### config.mk
export PLATFORM = sky130hd
export DESIGN_NAME = error_corrector_top
export DESIGN_NICKNAME = d
export VERILOG_FILES = /design/src/ec_pkg.sv /design/src/ec_stage_reg.sv /design/src/flip_bit_locator.sv /design/src/flip_bit_reflector.sv /design/src/error_corrector_datapath.sv /design/src/ec_config_regs.sv /design/src/error_corrector_top.sv
export VERILOG_INCLUDE_DIRS = /design/src /design/src/src
export SDC_FILE = /design/constraint.sdc
export NUM_CORES = 2
export LEC_CHECK = 0
export ABC_CLOCK_PERIOD_IN_PS = 11900
export BUFFER_PORTS_ARGS = -buffer_cell sky130_fd_sc_hd__buf_2
export CAP_MARGIN = 15
export CELL_PAD_IN_SITES_DETAIL_PLACEMENT = 1
export CELL_PAD_IN_SITES_GLOBAL_PLACEMENT = 1
export CORE_ASPECT_RATIO = 1.75
export CORE_MARGIN = 2
export CORE_UTILIZATION = 48
export DETAILED_ROUTE_END_ITERATION = 8
export HOLD_SLACK_MARGIN = 0.15
export PLACE_DENSITY = 0.91
export SLEW_MARGIN = 0
export SYNTH_ARGS = -nofsm -noshare
export SYNTH_HDL_FRONTEND = slang
export SYNTH_SLANG_ARGS = --single-unit
### constraint.sdc
create_clock -name clk -period 11.9 [get_ports clk]
set_clock_uncertainty 0.05 [all_clocks]
set_input_delay 0 -clock clk [delete_from_list [all_inputs] [get_ports clk]]
set_output_delay 0 -clock clk [all_outputs]
set_load 0.05 [all_outputs]
### src/ec_settings.svh
`ifndef EC_SETTINGS_SVH
`define EC_SETTINGS_SVH

// Lane geometry and datapath widths
`define EC_CHANNEL_WIDTH 8      // Lanes per word with lane 0 first in time
`define EC_ERR_WIDTH     10     // Signed residual error width
`define EC_EST_WIDTH     8      // Signed channel tap width
`define EC_EST_DEPTH     4      // Taps with tap 0 as the main cursor
`define EC_SHIFT_WIDTH   3      // Right shift applied to each correction term

// Flip patterns where pattern p sits at bits [3p+2:3p]
`define EC_NUM_PATTERNS  4
`define EC_PATTERN_DEPTH 3
`define EC_FLAG_WIDTH    3      // Holds flag values 0 to 4
`define EC_FLIP_PATTERNS 12'b101_111_011_010  // Bit j flips the lane j after the flag

// APB byte addresses
`define EC_ADDR_CTRL  8'h00     // Bit 0 is the correction enable
`define EC_ADDR_TAP0  8'h04
`define EC_ADDR_TAP1  8'h08
`define EC_ADDR_TAP2  8'h0C
`define EC_ADDR_TAP3  8'h10
`define EC_ADDR_SHIFT 8'h14

`endif

### src/ec_pkg.sv
`include "ec_settings.svh"

package ec_pkg;

    typedef logic signed [`EC_ERR_WIDTH-1:0] err_t;   // Elements stay signed when indexed
    typedef logic signed [`EC_EST_WIDTH-1:0] tap_t;
    typedef logic [`EC_FLAG_WIDTH-1:0] flag_t;

    // Input word straight from the slicer
    typedef struct packed {
        logic [`EC_CHANNEL_WIDTH-1:0]        bits;
        err_t [`EC_CHANNEL_WIDTH-1:0]        errors;
        flag_t [`EC_CHANNEL_WIDTH-1:0]       flags;
    } stream_word_t;

    typedef struct packed {
        logic [`EC_CHANNEL_WIDTH-1:0]        bits;
        err_t [`EC_CHANNEL_WIDTH-1:0]        errors;
    } lane_word_t;

    typedef struct packed {
        logic [`EC_CHANNEL_WIDTH-1:0]        bits;
        err_t [`EC_CHANNEL_WIDTH-1:0]        errors;
        logic [`EC_CHANNEL_WIDTH-1:0]        flips;      // One marks a bit to invert
    } flip_word_t;

    typedef struct packed {
        tap_t [`EC_EST_DEPTH-1:0]            taps;
        logic [`EC_SHIFT_WIDTH-1:0]          shift;
    } channel_est_t;

    typedef struct packed {
        logic                                psel;
        logic                                penable;
        logic                                pwrite;
        logic [7:0]                          paddr;
        logic [31:0]                         pwdata;
    } apb_req_t;

    typedef struct packed {
        logic [31:0]                         prdata;
        logic                                pready;
        logic                                pslverr;
    } apb_rsp_t;

endpackage : ec_pkg

### src/ec_stage_reg.sv
`timescale 1ns/100ps

// One cycle pipeline register whose payload only moves on a valid word
module ec_stage_reg #(
    parameter type payload_t = logic
) (
    input  logic     clk,
    input  logic     rst,
    input  logic     in_valid,
    input  payload_t in_data,
    output logic     out_valid,
    output payload_t out_data
);

    always_ff @(posedge clk) begin
        if (rst) begin
            out_valid <= 1'b0;
        end else begin
            out_valid <= in_valid;
        end
    end

    // Payload holds its last value while idle
    always_ff @(posedge clk) begin
        if (in_valid) begin
            out_data <= in_data;
        end
    end

endmodule : ec_stage_reg

### src/flip_bit_locator.sv
`timescale 1ns/100ps
`include "ec_settings.svh"

module flip_bit_locator (
    input  logic                 clk,
    input  logic                 rst,
    input  logic                 correct_enable,
    input  logic                 in_valid,
    input  ec_pkg::stream_word_t in_word,
    output logic                 out_valid,
    output ec_pkg::flip_word_t   out_word
);
    import ec_pkg::*;

    localparam int lanes       = `EC_CHANNEL_WIDTH;
    localparam int depth       = `EC_PATTERN_DEPTH;
    localparam int spill_width = depth - 1;    // Pattern bits that can pass lane 7

    localparam logic [`EC_NUM_PATTERNS*depth-1:0] patterns = `EC_FLIP_PATTERNS;

    logic [lanes+spill_width-1:0] mask_ext;    // Mask over this word and its spill lanes
    logic [spill_width-1:0]       spill_q;     // Spill from the last valid word
    flip_word_t                   next_word;

    always_comb begin
        int p;

        p        = 0;
        mask_ext = '0;
        mask_ext[spill_width-1:0] = spill_q;   // Earlier spill lands on the first lanes

        for (int i = 0; i < lanes; i++) begin
            if (in_word.flags[i] != '0 && in_word.flags[i] <= `EC_NUM_PATTERNS) begin
                p = int'(in_word.flags[i]) - 1;
                for (int j = 0; j < depth; j++) begin
                    if (patterns[p*depth + j]) begin
                        mask_ext[i+j] = 1'b1;
                    end
                end
            end
        end

        // With correction off no bit is flagged and nothing spills
        if (!correct_enable) begin
            mask_ext = '0;
        end
    end

    always_comb begin
        next_word.bits   = in_word.bits;
        next_word.errors = in_word.errors;
        next_word.flips  = mask_ext[lanes-1:0];
    end

    always_ff @(posedge clk) begin
        if (rst) begin
            spill_q <= '0;
        end else if (in_valid) begin
            spill_q <= mask_ext[lanes +: spill_width];   // Idle cycles keep the spill
        end
    end

    ec_stage_reg #(
        .payload_t (flip_word_t)
    ) u_stage_reg (
        .clk       (clk),
        .rst       (rst),
        .in_valid  (in_valid),
        .in_data   (next_word),
        .out_valid (out_valid),
        .out_data  (out_word)
    );

endmodule : flip_bit_locator

### src/flip_bit_reflector.sv
`timescale 1ns/100ps
`include "ec_settings.svh"

module flip_bit_reflector (
    input  logic                 clk,
    input  logic                 rst,
    input  ec_pkg::channel_est_t channel_est,
    input  logic                 in_valid,
    input  ec_pkg::flip_word_t   in_word,
    output logic                 out_valid,
    output ec_pkg::lane_word_t   out_word
);
    import ec_pkg::*;

    localparam int lanes      = `EC_CHANNEL_WIDTH;
    localparam int tap_count  = `EC_EST_DEPTH;
    localparam int spill_n    = tap_count - 1;    // Lanes past the word that a tap can reach
    localparam int term_width = `EC_EST_WIDTH + 2;
    localparam int sum_width  = `EC_ERR_WIDTH + 4;

    typedef logic signed [term_width-1:0] term_t;
    typedef logic signed [sum_width-1:0]  sum_t;

    localparam sum_t err_max = sum_t'((1 << (`EC_ERR_WIDTH - 1)) - 1);
    localparam sum_t err_min = -err_max - sum_t'(1);

    term_t [tap_count-1:0]     dbl_tap;      // Twice each tap
    term_t [tap_count-1:0]     up_term;      // Correction for an old bit of 1
    term_t [tap_count-1:0]     down_term;    // Correction for an old bit of 0
    sum_t [lanes+spill_n-1:0]  acc;
    sum_t [spill_n-1:0]        spill_q;      // Pending corrections for the next valid word
    lane_word_t                next_word;

    // Each term is shifted on its own before it is summed
    always_comb begin
        for (int k = 0; k < tap_count; k++) begin
            dbl_tap[k]   = {channel_est.taps[k][`EC_EST_WIDTH-1], channel_est.taps[k], 1'b0};
            up_term[k]   = dbl_tap[k] >>> channel_est.shift;
            down_term[k] = (-dbl_tap[k]) >>> channel_est.shift;
        end
    end

    always_comb begin
        for (int p = 0; p < lanes; p++) begin
            acc[p] = sum_t'(in_word.errors[p]);
        end
        for (int p = lanes; p < lanes + spill_n; p++) begin
            acc[p] = '0;
        end
        for (int p = 0; p < spill_n; p++) begin
            acc[p] = acc[p] + spill_q[p];    // Corrections carried from the last word
        end

        // A flip at lane m reaches lanes m to m+3
        for (int m = 0; m < lanes; m++) begin
            if (in_word.flips[m]) begin
                for (int k = 0; k < tap_count; k++) begin
                    acc[m+k] = acc[m+k] + (in_word.bits[m] ? up_term[k] : down_term[k]);
                end
            end
        end
    end

    always_comb begin
        next_word.bits = in_word.bits ^ in_word.flips;
        for (int m = 0; m < lanes; m++) begin
            if (acc[m] > err_max) begin
                next_word.errors[m] = err_max[`EC_ERR_WIDTH-1:0];
            end else if (acc[m] < err_min) begin
                next_word.errors[m] = err_min[`EC_ERR_WIDTH-1:0];
            end else begin
                next_word.errors[m] = acc[m][`EC_ERR_WIDTH-1:0];
            end
        end
    end

    always_ff @(posedge clk) begin
        if (rst) begin
            spill_q <= '0;
        end else if (in_valid) begin
            spill_q <= acc[lanes +: spill_n];
        end
    end

    ec_stage_reg #(
        .payload_t (lane_word_t)
    ) u_stage_reg (
        .clk       (clk),
        .rst       (rst),
        .in_valid  (in_valid),
        .in_data   (next_word),
        .out_valid (out_valid),
        .out_data  (out_word)
    );

endmodule : flip_bit_reflector

### src/error_corrector_datapath.sv
`timescale 1ns/100ps

// Locator in the first cycle and reflector in the second
module error_corrector_datapath (
    input  logic                 clk,
    input  logic                 rst,
    input  logic                 correct_enable,
    input  ec_pkg::channel_est_t channel_est,
    input  logic                 in_valid,
    input  ec_pkg::stream_word_t in_word,
    output logic                 out_valid,
    output ec_pkg::lane_word_t   out_word
);
    import ec_pkg::*;

    logic       flip_valid;
    flip_word_t flip_word;    // Bits and errors with the flip mask attached

    flip_bit_locator u_locator (
        .clk            (clk),
        .rst            (rst),
        .correct_enable (correct_enable),
        .in_valid       (in_valid),
        .in_word        (in_word),
        .out_valid      (flip_valid),
        .out_word       (flip_word)
    );

    flip_bit_reflector u_reflector (
        .clk         (clk),
        .rst         (rst),
        .channel_est (channel_est),
        .in_valid    (flip_valid),
        .in_word     (flip_word),
        .out_valid   (out_valid),
        .out_word    (out_word)
    );

endmodule : error_corrector_datapath

### src/ec_config_regs.sv
`timescale 1ns/100ps
`include "ec_settings.svh"

module ec_config_regs (
    input  logic                 clk,
    input  logic                 rst,
    input  ec_pkg::apb_req_t     apb_req,
    output ec_pkg::apb_rsp_t     apb_rsp,
    output logic                 correct_enable,
    output ec_pkg::channel_est_t channel_est
);
    import ec_pkg::*;

    localparam int est_width = `EC_EST_WIDTH;

    logic         setup_phase;
    logic         access_phase;
    logic         addr_hit;       // Address maps to a register
    logic [31:0]  rdata;
    logic [31:0]  prdata_q;
    logic         pslverr_q;
    logic         enable_q;
    channel_est_t est_q;

    assign setup_phase  = apb_req.psel && !apb_req.penable;
    assign access_phase = apb_req.psel && apb_req.penable;

    // Read mux with taps sign-extended to the bus width
    always_comb begin
        addr_hit = 1'b1;
        rdata    = '0;
        case (apb_req.paddr)
            `EC_ADDR_CTRL:  rdata = {31'd0, enable_q};
            `EC_ADDR_TAP0:  rdata = {{(32-est_width){est_q.taps[0][est_width-1]}}, est_q.taps[0]};
            `EC_ADDR_TAP1:  rdata = {{(32-est_width){est_q.taps[1][est_width-1]}}, est_q.taps[1]};
            `EC_ADDR_TAP2:  rdata = {{(32-est_width){est_q.taps[2][est_width-1]}}, est_q.taps[2]};
            `EC_ADDR_TAP3:  rdata = {{(32-est_width){est_q.taps[3][est_width-1]}}, est_q.taps[3]};
            `EC_ADDR_SHIFT: rdata = {{(32-`EC_SHIFT_WIDTH){1'b0}}, est_q.shift};
            default: begin
                addr_hit = 1'b0;
            end
        endcase
    end

    // Writes land at the end of the access cycle
    always_ff @(posedge clk) begin
        if (rst) begin
            enable_q <= 1'b0;
            est_q    <= '0;
        end else if (access_phase && apb_req.pwrite) begin
            case (apb_req.paddr)
                `EC_ADDR_CTRL:  enable_q     <= apb_req.pwdata[0];
                `EC_ADDR_TAP0:  est_q.taps[0] <= apb_req.pwdata[est_width-1:0];
                `EC_ADDR_TAP1:  est_q.taps[1] <= apb_req.pwdata[est_width-1:0];
                `EC_ADDR_TAP2:  est_q.taps[2] <= apb_req.pwdata[est_width-1:0];
                `EC_ADDR_TAP3:  est_q.taps[3] <= apb_req.pwdata[est_width-1:0];
                `EC_ADDR_SHIFT: est_q.shift  <= apb_req.pwdata[`EC_SHIFT_WIDTH-1:0];
                default: ;                                   // Unmapped write is dropped
            endcase
        end
    end

    // Response is loaded in setup so it is stable for the whole access cycle
    always_ff @(posedge clk) begin
        if (rst) begin
            prdata_q  <= '0;
            pslverr_q <= 1'b0;
        end else if (setup_phase) begin
            prdata_q  <= apb_req.pwrite ? 32'd0 : rdata;
            pslverr_q <= !addr_hit;
        end else begin
            prdata_q  <= '0;
            pslverr_q <= 1'b0;
        end
    end

    assign apb_rsp = '{prdata: prdata_q, pready: 1'b1, pslverr: pslverr_q};

    assign correct_enable = enable_q;
    assign channel_est    = est_q;

endmodule : ec_config_regs

### src/error_corrector_top.sv
`timescale 1ns/100ps

module error_corrector_top (
    input  logic                 clk,
    input  logic                 rst,
    input  ec_pkg::apb_req_t     apb_req,
    output ec_pkg::apb_rsp_t     apb_rsp,
    input  logic                 in_valid,
    input  ec_pkg::stream_word_t in_word,
    output logic                 out_valid,
    output ec_pkg::lane_word_t   out_word
);
    import ec_pkg::*;

    logic         correct_enable;
    channel_est_t channel_est;      // Taps and shift held by the register block

    ec_config_regs u_config_regs (
        .clk            (clk),
        .rst            (rst),
        .apb_req        (apb_req),
        .apb_rsp        (apb_rsp),
        .correct_enable (correct_enable),
        .channel_est    (channel_est)
    );

    error_corrector_datapath u_datapath (
        .clk            (clk),
        .rst            (rst),
        .correct_enable (correct_enable),
        .channel_est    (channel_est),
        .in_valid       (in_valid),
        .in_word        (in_word),
        .out_valid      (out_valid),
        .out_word       (out_word)
    );

endmodule : error_corrector_top

### Yosys cells after proc, flatten, opt, wreduce, memory -nomap -nowiden

Memory sizes are Yosys's and may differ from the RTL's.
Cells that the tools add are included.

| word-level totals | value |
|---|---|
| register bits | 299 |
| bits in read-only memories | 384 |
| input port bits | 158 |
| output and inout bits | 123 |
| word-level logic and storage cells | 350 |
| memories kept | 24 |

Memory list:

| memory | depth | bits a word | rd ports | clocked after memory_dff | wr ports | RTL line | RTL |
|---|---|---|---|---|---|---|---|
| (name not given) | 16 | 1 | 1 | 0 | 0 | flip_bit_locator.sv:36 | `if (patterns[p*depth + j]) begin` |
| (name not given) | 16 | 1 | 1 | 0 | 0 | flip_bit_locator.sv:36 |  |
| (name not given) | 16 | 1 | 1 | 0 | 0 | flip_bit_locator.sv:36 |  |
| (name not given) | 16 | 1 | 1 | 0 | 0 | flip_bit_locator.sv:36 |  |
| (name not given) | 16 | 1 | 1 | 0 | 0 | flip_bit_locator.sv:36 |  |
| (name not given) | 16 | 1 | 1 | 0 | 0 | flip_bit_locator.sv:36 |  |
| 18 more memories | -- | -- | -- | -- | -- | -- |  |

| cells by class | value |
|---|---|
| add/sub/neg operators | 60 |
| $mul | 8 |
| order comparisons | 48 |
| equality and inequality tests | 5 |
| shifts and indexed selects | 8 |
| multiplexer cells | 131 |
| bitwise gates (word level) | 2 |
| reductions and logical operators | 31 |

Operator list:

| operator | count |
|---|---|
| 14-bit 2-to-1 mux | 32 |
| 56-bit 2-to-1 mux | 8 |
| 14-bit adder | 24 |
| 32-bit by 6-bit < comparator with 1-bit output, second input constant | 8 |
| 32-bit case mux with 6 select lines | 1 |
| 10-bit by 14-bit adder with 14-bit output | 8 |
| 14-bit by 10-bit > comparator with 1-bit output, second input constant | 8 |
| 14-bit by 10-bit < comparator with 1-bit output, second input constant | 8 |
| 10-bit 2-to-1 mux | 9 |
| 1-bit 2-to-1 mux | 73 |
| 7-bit by 2-bit adder with 8-bit output, second input constant | 8 |
| 7-bit by 3-bit adder with 8-bit output, second input constant | 8 |
| 8-bit by 6-bit < comparator with 1-bit output, second input constant | 8 |
| 7-bit by 6-bit < comparator with 1-bit output, second input constant | 8 |
| 4-bit by 3-bit multiplier with 7-bit output, second input constant | 8 |
| 9-bit negator with 10-bit output | 4 |
| 10-bit by 3-bit >>> shifter with 10-bit output | 4 |
| 9-bit by 3-bit >>> shifter with 10-bit output | 4 |
| 3-bit by 1-bit subtractor with 4-bit output, second input constant | 8 |
| 3-bit <= comparator, second input constant | 8 |
| 3-bit 2-to-1 mux | 8 |
| 3-bit nonzero test | 8 |
| 8-bit by 4-bit equality test with 1-bit output, second input constant | 2 |
| 8-bit by 5-bit equality test with 1-bit output, second input constant | 2 |
| other kinds (10) | 26 |

### Logic depth before layout (Yosys ltp)

| depth | value |
|---|---|
| depth after elaboration | 23 |
| gate-level depth with buffers | 47 |
| depth with buffers taken out | 45 |

### By module

Synthesis repeated with hierarchy kept, for this count alone.

| second synthesis, totals | value |
|---|---|
| cells, all modules | 4700 |
| area, all modules | 38937.3 um^2 |

By module, submodules not included:

| module | times used | cells an instance | area each (um^2) | sequential area each (um^2) |
|---|---|---|---|---|
| flip_bit_reflector | 1 | 4005 | 28786.4 | 760.7 |
| ec_stage_reg (u_datapath.u_locator.u_stage_reg) | 1 | 98 | 2916.5 | 2902.8 |
| ec_stage_reg (u_datapath.u_reflector.u_stage_reg) | 1 | 90 | 2676.3 | 2662.6 |
| ec_config_regs | 1 | 233 | 2372.3 | 900.9 |
| flip_bit_locator | 1 | 274 | 2185.8 | 40.0 |

### Least setup slack after synthesis

OpenSTA, ideal clock, no wires.

| timing | value |
|---|---|
| path kind | reg2reg |
| start point | register u_config_regs.est_q, in the netlist u_config_regs.channel_est[0] |
| end point | register u_datapath.u_reflector.u_stage_reg.out_data[30] (netlist bit), data pin |
| setup time | 0.284 ns |
| arrival time | 9.025 ns |
| required time | 11.566 ns |
| setup slack | 2.541 ns |
| stages on the path, launching flop included | 46 |
| path buffers | 6 |
| clock period less this slack | 9.359 ns |
| cells stage by stage | dfxtp_1 > buf_2 > buf_2 > buf_1 > buf_1 > clkbuf_1 > clkbuf_1 > a21oi_1 > mux2i_1 > nand2_1 > o21a_1 > ha_1 > a211o_1 > a21oi_1 > o21bai_1 > a21o_1 > a21oi_1 > xnor2_1 > [10 not listed] > a221o_1 > ha_1 > and2_1 > nand3_1 > nor3_1 > a2111oi_2 > xnor2_1 > nor2_1 > a31oi_1 > ha_1 > nand2_1 > o41ai_1 > xor2_1 > nand2_1 > xnor2_1 > xor3_1 > a41oi_1 > a21oi_1 |

| between the ends | value |
|---|---|
| word-level cells in the longest chain between the ends | 12 |
| elaborated cells on any way between the ends | 23 |
| classes of those cells | 4 x add/sub; 2 x order compare; 8 x shift; 9 x mux |

Ends and longest elaborated chain:

| element | RTL line | RTL |
|---|---|---|
| start: declaration | ec_config_regs.sv:23 | `channel_est_t est_q;` |
| 10-bit by 3-bit >>> shifter with 10-bit output / 9-bit by 3-bit >>> shifter with 10-bit output (equally long branches) | flip_bit_reflector.sv:39, flip_bit_reflector.sv:38 |  |
| 14-bit 2-to-1 mux | flip_bit_reflector.sv:58 | `acc[m+k] = acc[m+k] + (in_word.bits[m] ? up_term[k] : down_term[k]);` |
| 10-bit by 14-bit adder with 14-bit output | flip_bit_reflector.sv:58 |  |
| 56-bit 2-to-1 mux | flip_bit_reflector.sv:56 | `if (in_word.flips[m]) begin` |
| 14-bit adder | flip_bit_reflector.sv:58 |  |
| 56-bit 2-to-1 mux | flip_bit_reflector.sv:56 |  |
| 14-bit adder | flip_bit_reflector.sv:58 |  |
| 56-bit 2-to-1 mux | flip_bit_reflector.sv:56 |  |
| 14-bit adder | flip_bit_reflector.sv:58 |  |
| 56-bit 2-to-1 mux * | flip_bit_reflector.sv:56 |  |
| 14-bit by 10-bit < comparator with 1-bit output | flip_bit_reflector.sv:69 | `end else if (acc[m] < err_min) begin` |
| 10-bit 2-to-1 mux | flip_bit_reflector.sv:69 |  |
| end signal: assignment | ec_stage_reg.sv:26 | `out_data <= in_data;` |
| end: declaration | ec_stage_reg.sv:12 | `output payload_t out_data` |

Every way passes the cells marked *; elsewhere a longest branch is shown, timed or not.
A chain may end at the register's enable or synchronous reset.

### Final worst setup path

| timing | value |
|---|---|
| start point | register u_config_regs.est_q, in the netlist u_config_regs.channel_est[1] |
| end point | register u_datapath.u_reflector.u_stage_reg.out_data[43] (netlist bit), data pin |

The elaborated chain is that of the path after synthesis.

==> metrics.txt <==
run status=finished clean; clock-pin slew on the worst setup and hold paths=0.07 ns; period utilisation layout=94.4%; Hold Fails Final Rpt=0; clock latency on the worst-skew pair=0.66 ns; Final Setup Violations=0; Final Hold Slack=0.193 ns; via count of the routed design=42.9k; Ports=281; post-route insts no fill=6,430; Flop pwr share=32.5%; setup TNS=0 ns; Inserted Clock Buffers=28; area leader, netlist=edfxtp_1; Root Buffer Master=clkbuf_16; Synth top area share=14.0%; CTS tree=yes; post-route cell area=0.0453 sq mm; clock sinks=271; Area contributors post-synth=edfxtp_1, ha_1, mux2i_1; Slowest-stage cell, CP=dfxtp_2; first-pass GRT wire length=263,000 microns; initial antenna violation count=12; max-slew violation count=0; setup ws final=0.668 ns; height of the die=384 microns; post-CTS setup buffer count=0; core area=0.0817 sq mm; worst slack at placement=1.39 ns; worst stage delay on the critical path=0.94 ns; Routed WL per cell=27.3 microns; post-CTS sizing=0; Max-Cap Viols=0; CP dominant cell by count=o21ai_0; Comb pwr share=39.3%; Pre-antenna DRT Iters=6; sequential-to-total area share from yosys stat=18.4%; Sw Ratio=39.0%; total track usage=40.0%; dpl hpwl=117,000 microns; slew of the pin with the lowest slew margin=1.25 ns; CTS max path bufs=3; most common cell in the netlist=a21oi_1; WP data arrival=11.63 ns; Max rail drop VDD=0.132 mV; Setup CP Type=reg2reg; Post-route DRC=0; RSZ-0062 raised after global routing=no; via/cell ratio=6.66; Post-synth top cells=a21oi_1, nor2_1, nand2_1; total gr overflow=0; Post-synth top flop=edfxtp_1; Req. time, crit path=12.30 ns; synthesized instance count=4,977; Routed Antenna Nets=0; Period minus WS final=11.23 ns; DP Area=0.0418 sq mm; CP Launch Type=flip-flop; syn avg cell area=7.94 sq um; P_leak=19.8 nW; largest net degree at the start of global routing=85; Initial DRC Count=3,514; fin nets=5,966; CP Capture Type=flip-flop; Area growth, synth to finish=14.8%; r2r setup slk=0.67 ns; port buffer count=255; Async SR Flop Fraction=0%; P_sw=0.00136 W; Power Dens Cells=76.9 mW/mm^2; Rel. slew slack=16.5%; H-tree levels=1; Int Pwr=0.00213 W; Crit Path Max Fanout=42; power share of the clock group=28.2%; #FFs+latches synth=271; total wire length=175,000 microns; EDFF count, synth=184; Initial Util=48.3%; Die Width=221 microns; number of library cell types mapped by synthesis=110; die area=0.0847 sq mm; num rows=139; RePlAce Congestion=1.01; fraction of layout cells with a size suffix above 1=11.7%; Netlist Area Pre-Place=0.0395 sq mm; f_max=89.0 MHz; placed cells=6,117; Net Count, Synth=5,606; Synth warnings=0; vias in the first global route=45.4k; worst hold path type=in2reg
## placed cells by master, fill, tap and decap left out, drive strengths merged, types with 24 or more instances in the layout
master	n
mux2i	283
clkbuf	44
dlygate4sd3	240
o21bai	114
inv	245
mux2	118
and2	28
xnor2	270
xor2	106
nand2	432
buf	362
edfxtp	184
nor3	83
nand2b	44
ha	431
o31ai	36
a31oi	39
o21ai	367
nor2b	51
or3	44
o21a	49
dfxtp	87
o22ai	36
nor2	454
or2	24
nand3	58
a21oi	528
a211oi	66
o211ai	39
fa	40
a21o	102
## critical path, delay by kind of cell, from the launching register on
| family | cells | cell delay, ns |
|---|---|---|
| buffers and inverters | 2 | 0.63 |
| DFF | 1 | 0.94 |
| xor gates and xnor gates | 2 | 0.37 |
| AOI/OAI and AO/OA | 14 | 4.14 |
| muxes | 2 | 0.66 |
| and+or+nand+nor | 9 | 2.63 |
| adders and majority gates | 4 | 1.55 |
## timing repair
action / 4_1_cts / 5_1_grt
endpoints found under the setup margin: 0 / 0
hold buffers: 240 / 0
hold endpoints to repair: 194 / 0
## power groups by stage
stage	logic, W	registers [W]	clock network [W]
3_5_place_dp	0.00123	0.00115	0
5_1_grt	0.00147	0.00114	0.00102
4_1_cts	0.00130	0.00113	0.000979
3_3_place_gp	0.00116	0.00114	0
2_1_floorplan	0.000842	0.00119	0
6_report	0.00137	0.00113	0.000982
## cell families after synthesis
logic type	share of synthesized area, %
XOR/XNOR	8.71
adder cells (fa/ha/maj)	15.8
AND/OR/NAND/NOR	15.3
buffers and inverters	5.21
flip-flops	18.4
AO/OA/AOI/OAI	25.5
multiplexers	11.1
other	0.00949
## final timing paths
path                                              to  cells past startpoint                                from
setup / recovery                           flip-flop                     33        u_config_regs.channel_est[1]
hold / removal         u_config_regs.channel_est[25]                      4                          apb_req[6]
setup reg to reg                           flip-flop                     33        u_config_regs.channel_est[1]
hold reg to reg   u_datapath.u_reflector.spill_q[25]                      2  u_datapath.u_reflector.spill_q[25]
## layer usage
layer | routed length, microns | part of all wire [%] | global-route usage [%]
met1 | 60100 | 34 | 41.1
met2 | 81700 | 47 | 67.1
met3 | 15100 | 8.6 | 10.1
met4 | 18300 | 10 | 36.3
met5 | 99 | 0.056 | 0
## sequential cells by signal, summed over array words and instances, names as in the netlist
name                                          flops
u_datapath.u_locator.u_stage_reg.out_data        96
u_datapath.u_reflector.u_stage_reg.out_data      88
u_datapath.u_reflector.spill_q                   38
u_config_regs.channel_est                        35
u_config_regs.prdata_q                            8
u_datapath.u_locator.spill_q                      2
u_config_regs.correct_enable                      1
u_config_regs.pslverr_q                           1
u_datapath.u_locator.u_stage_reg.out_valid        1
u_datapath.u_reflector.u_stage_reg.out_valid      1
## final cells by class
cell class	count	area (sq um)
clock inverter	9	66.3
tap	1057	1320
clock buffer	43	913
inverter	248	931
multi-input combinational	4185	30300
antenna	14	35.0
timing repair buffer	603	4540
fill	9967	36400
sequential	271	7280
## per-stage QoR
step	power (W)	util [%]
after floorplan	0.00204	-
after global placement	0.00231	51.2
after detailed placement	0.00238	51.2
after CTS	0.00341	55.3
after global routing	0.00362	55.4
final	0.00348	55.5
Power figures use the tool's default switching activity.
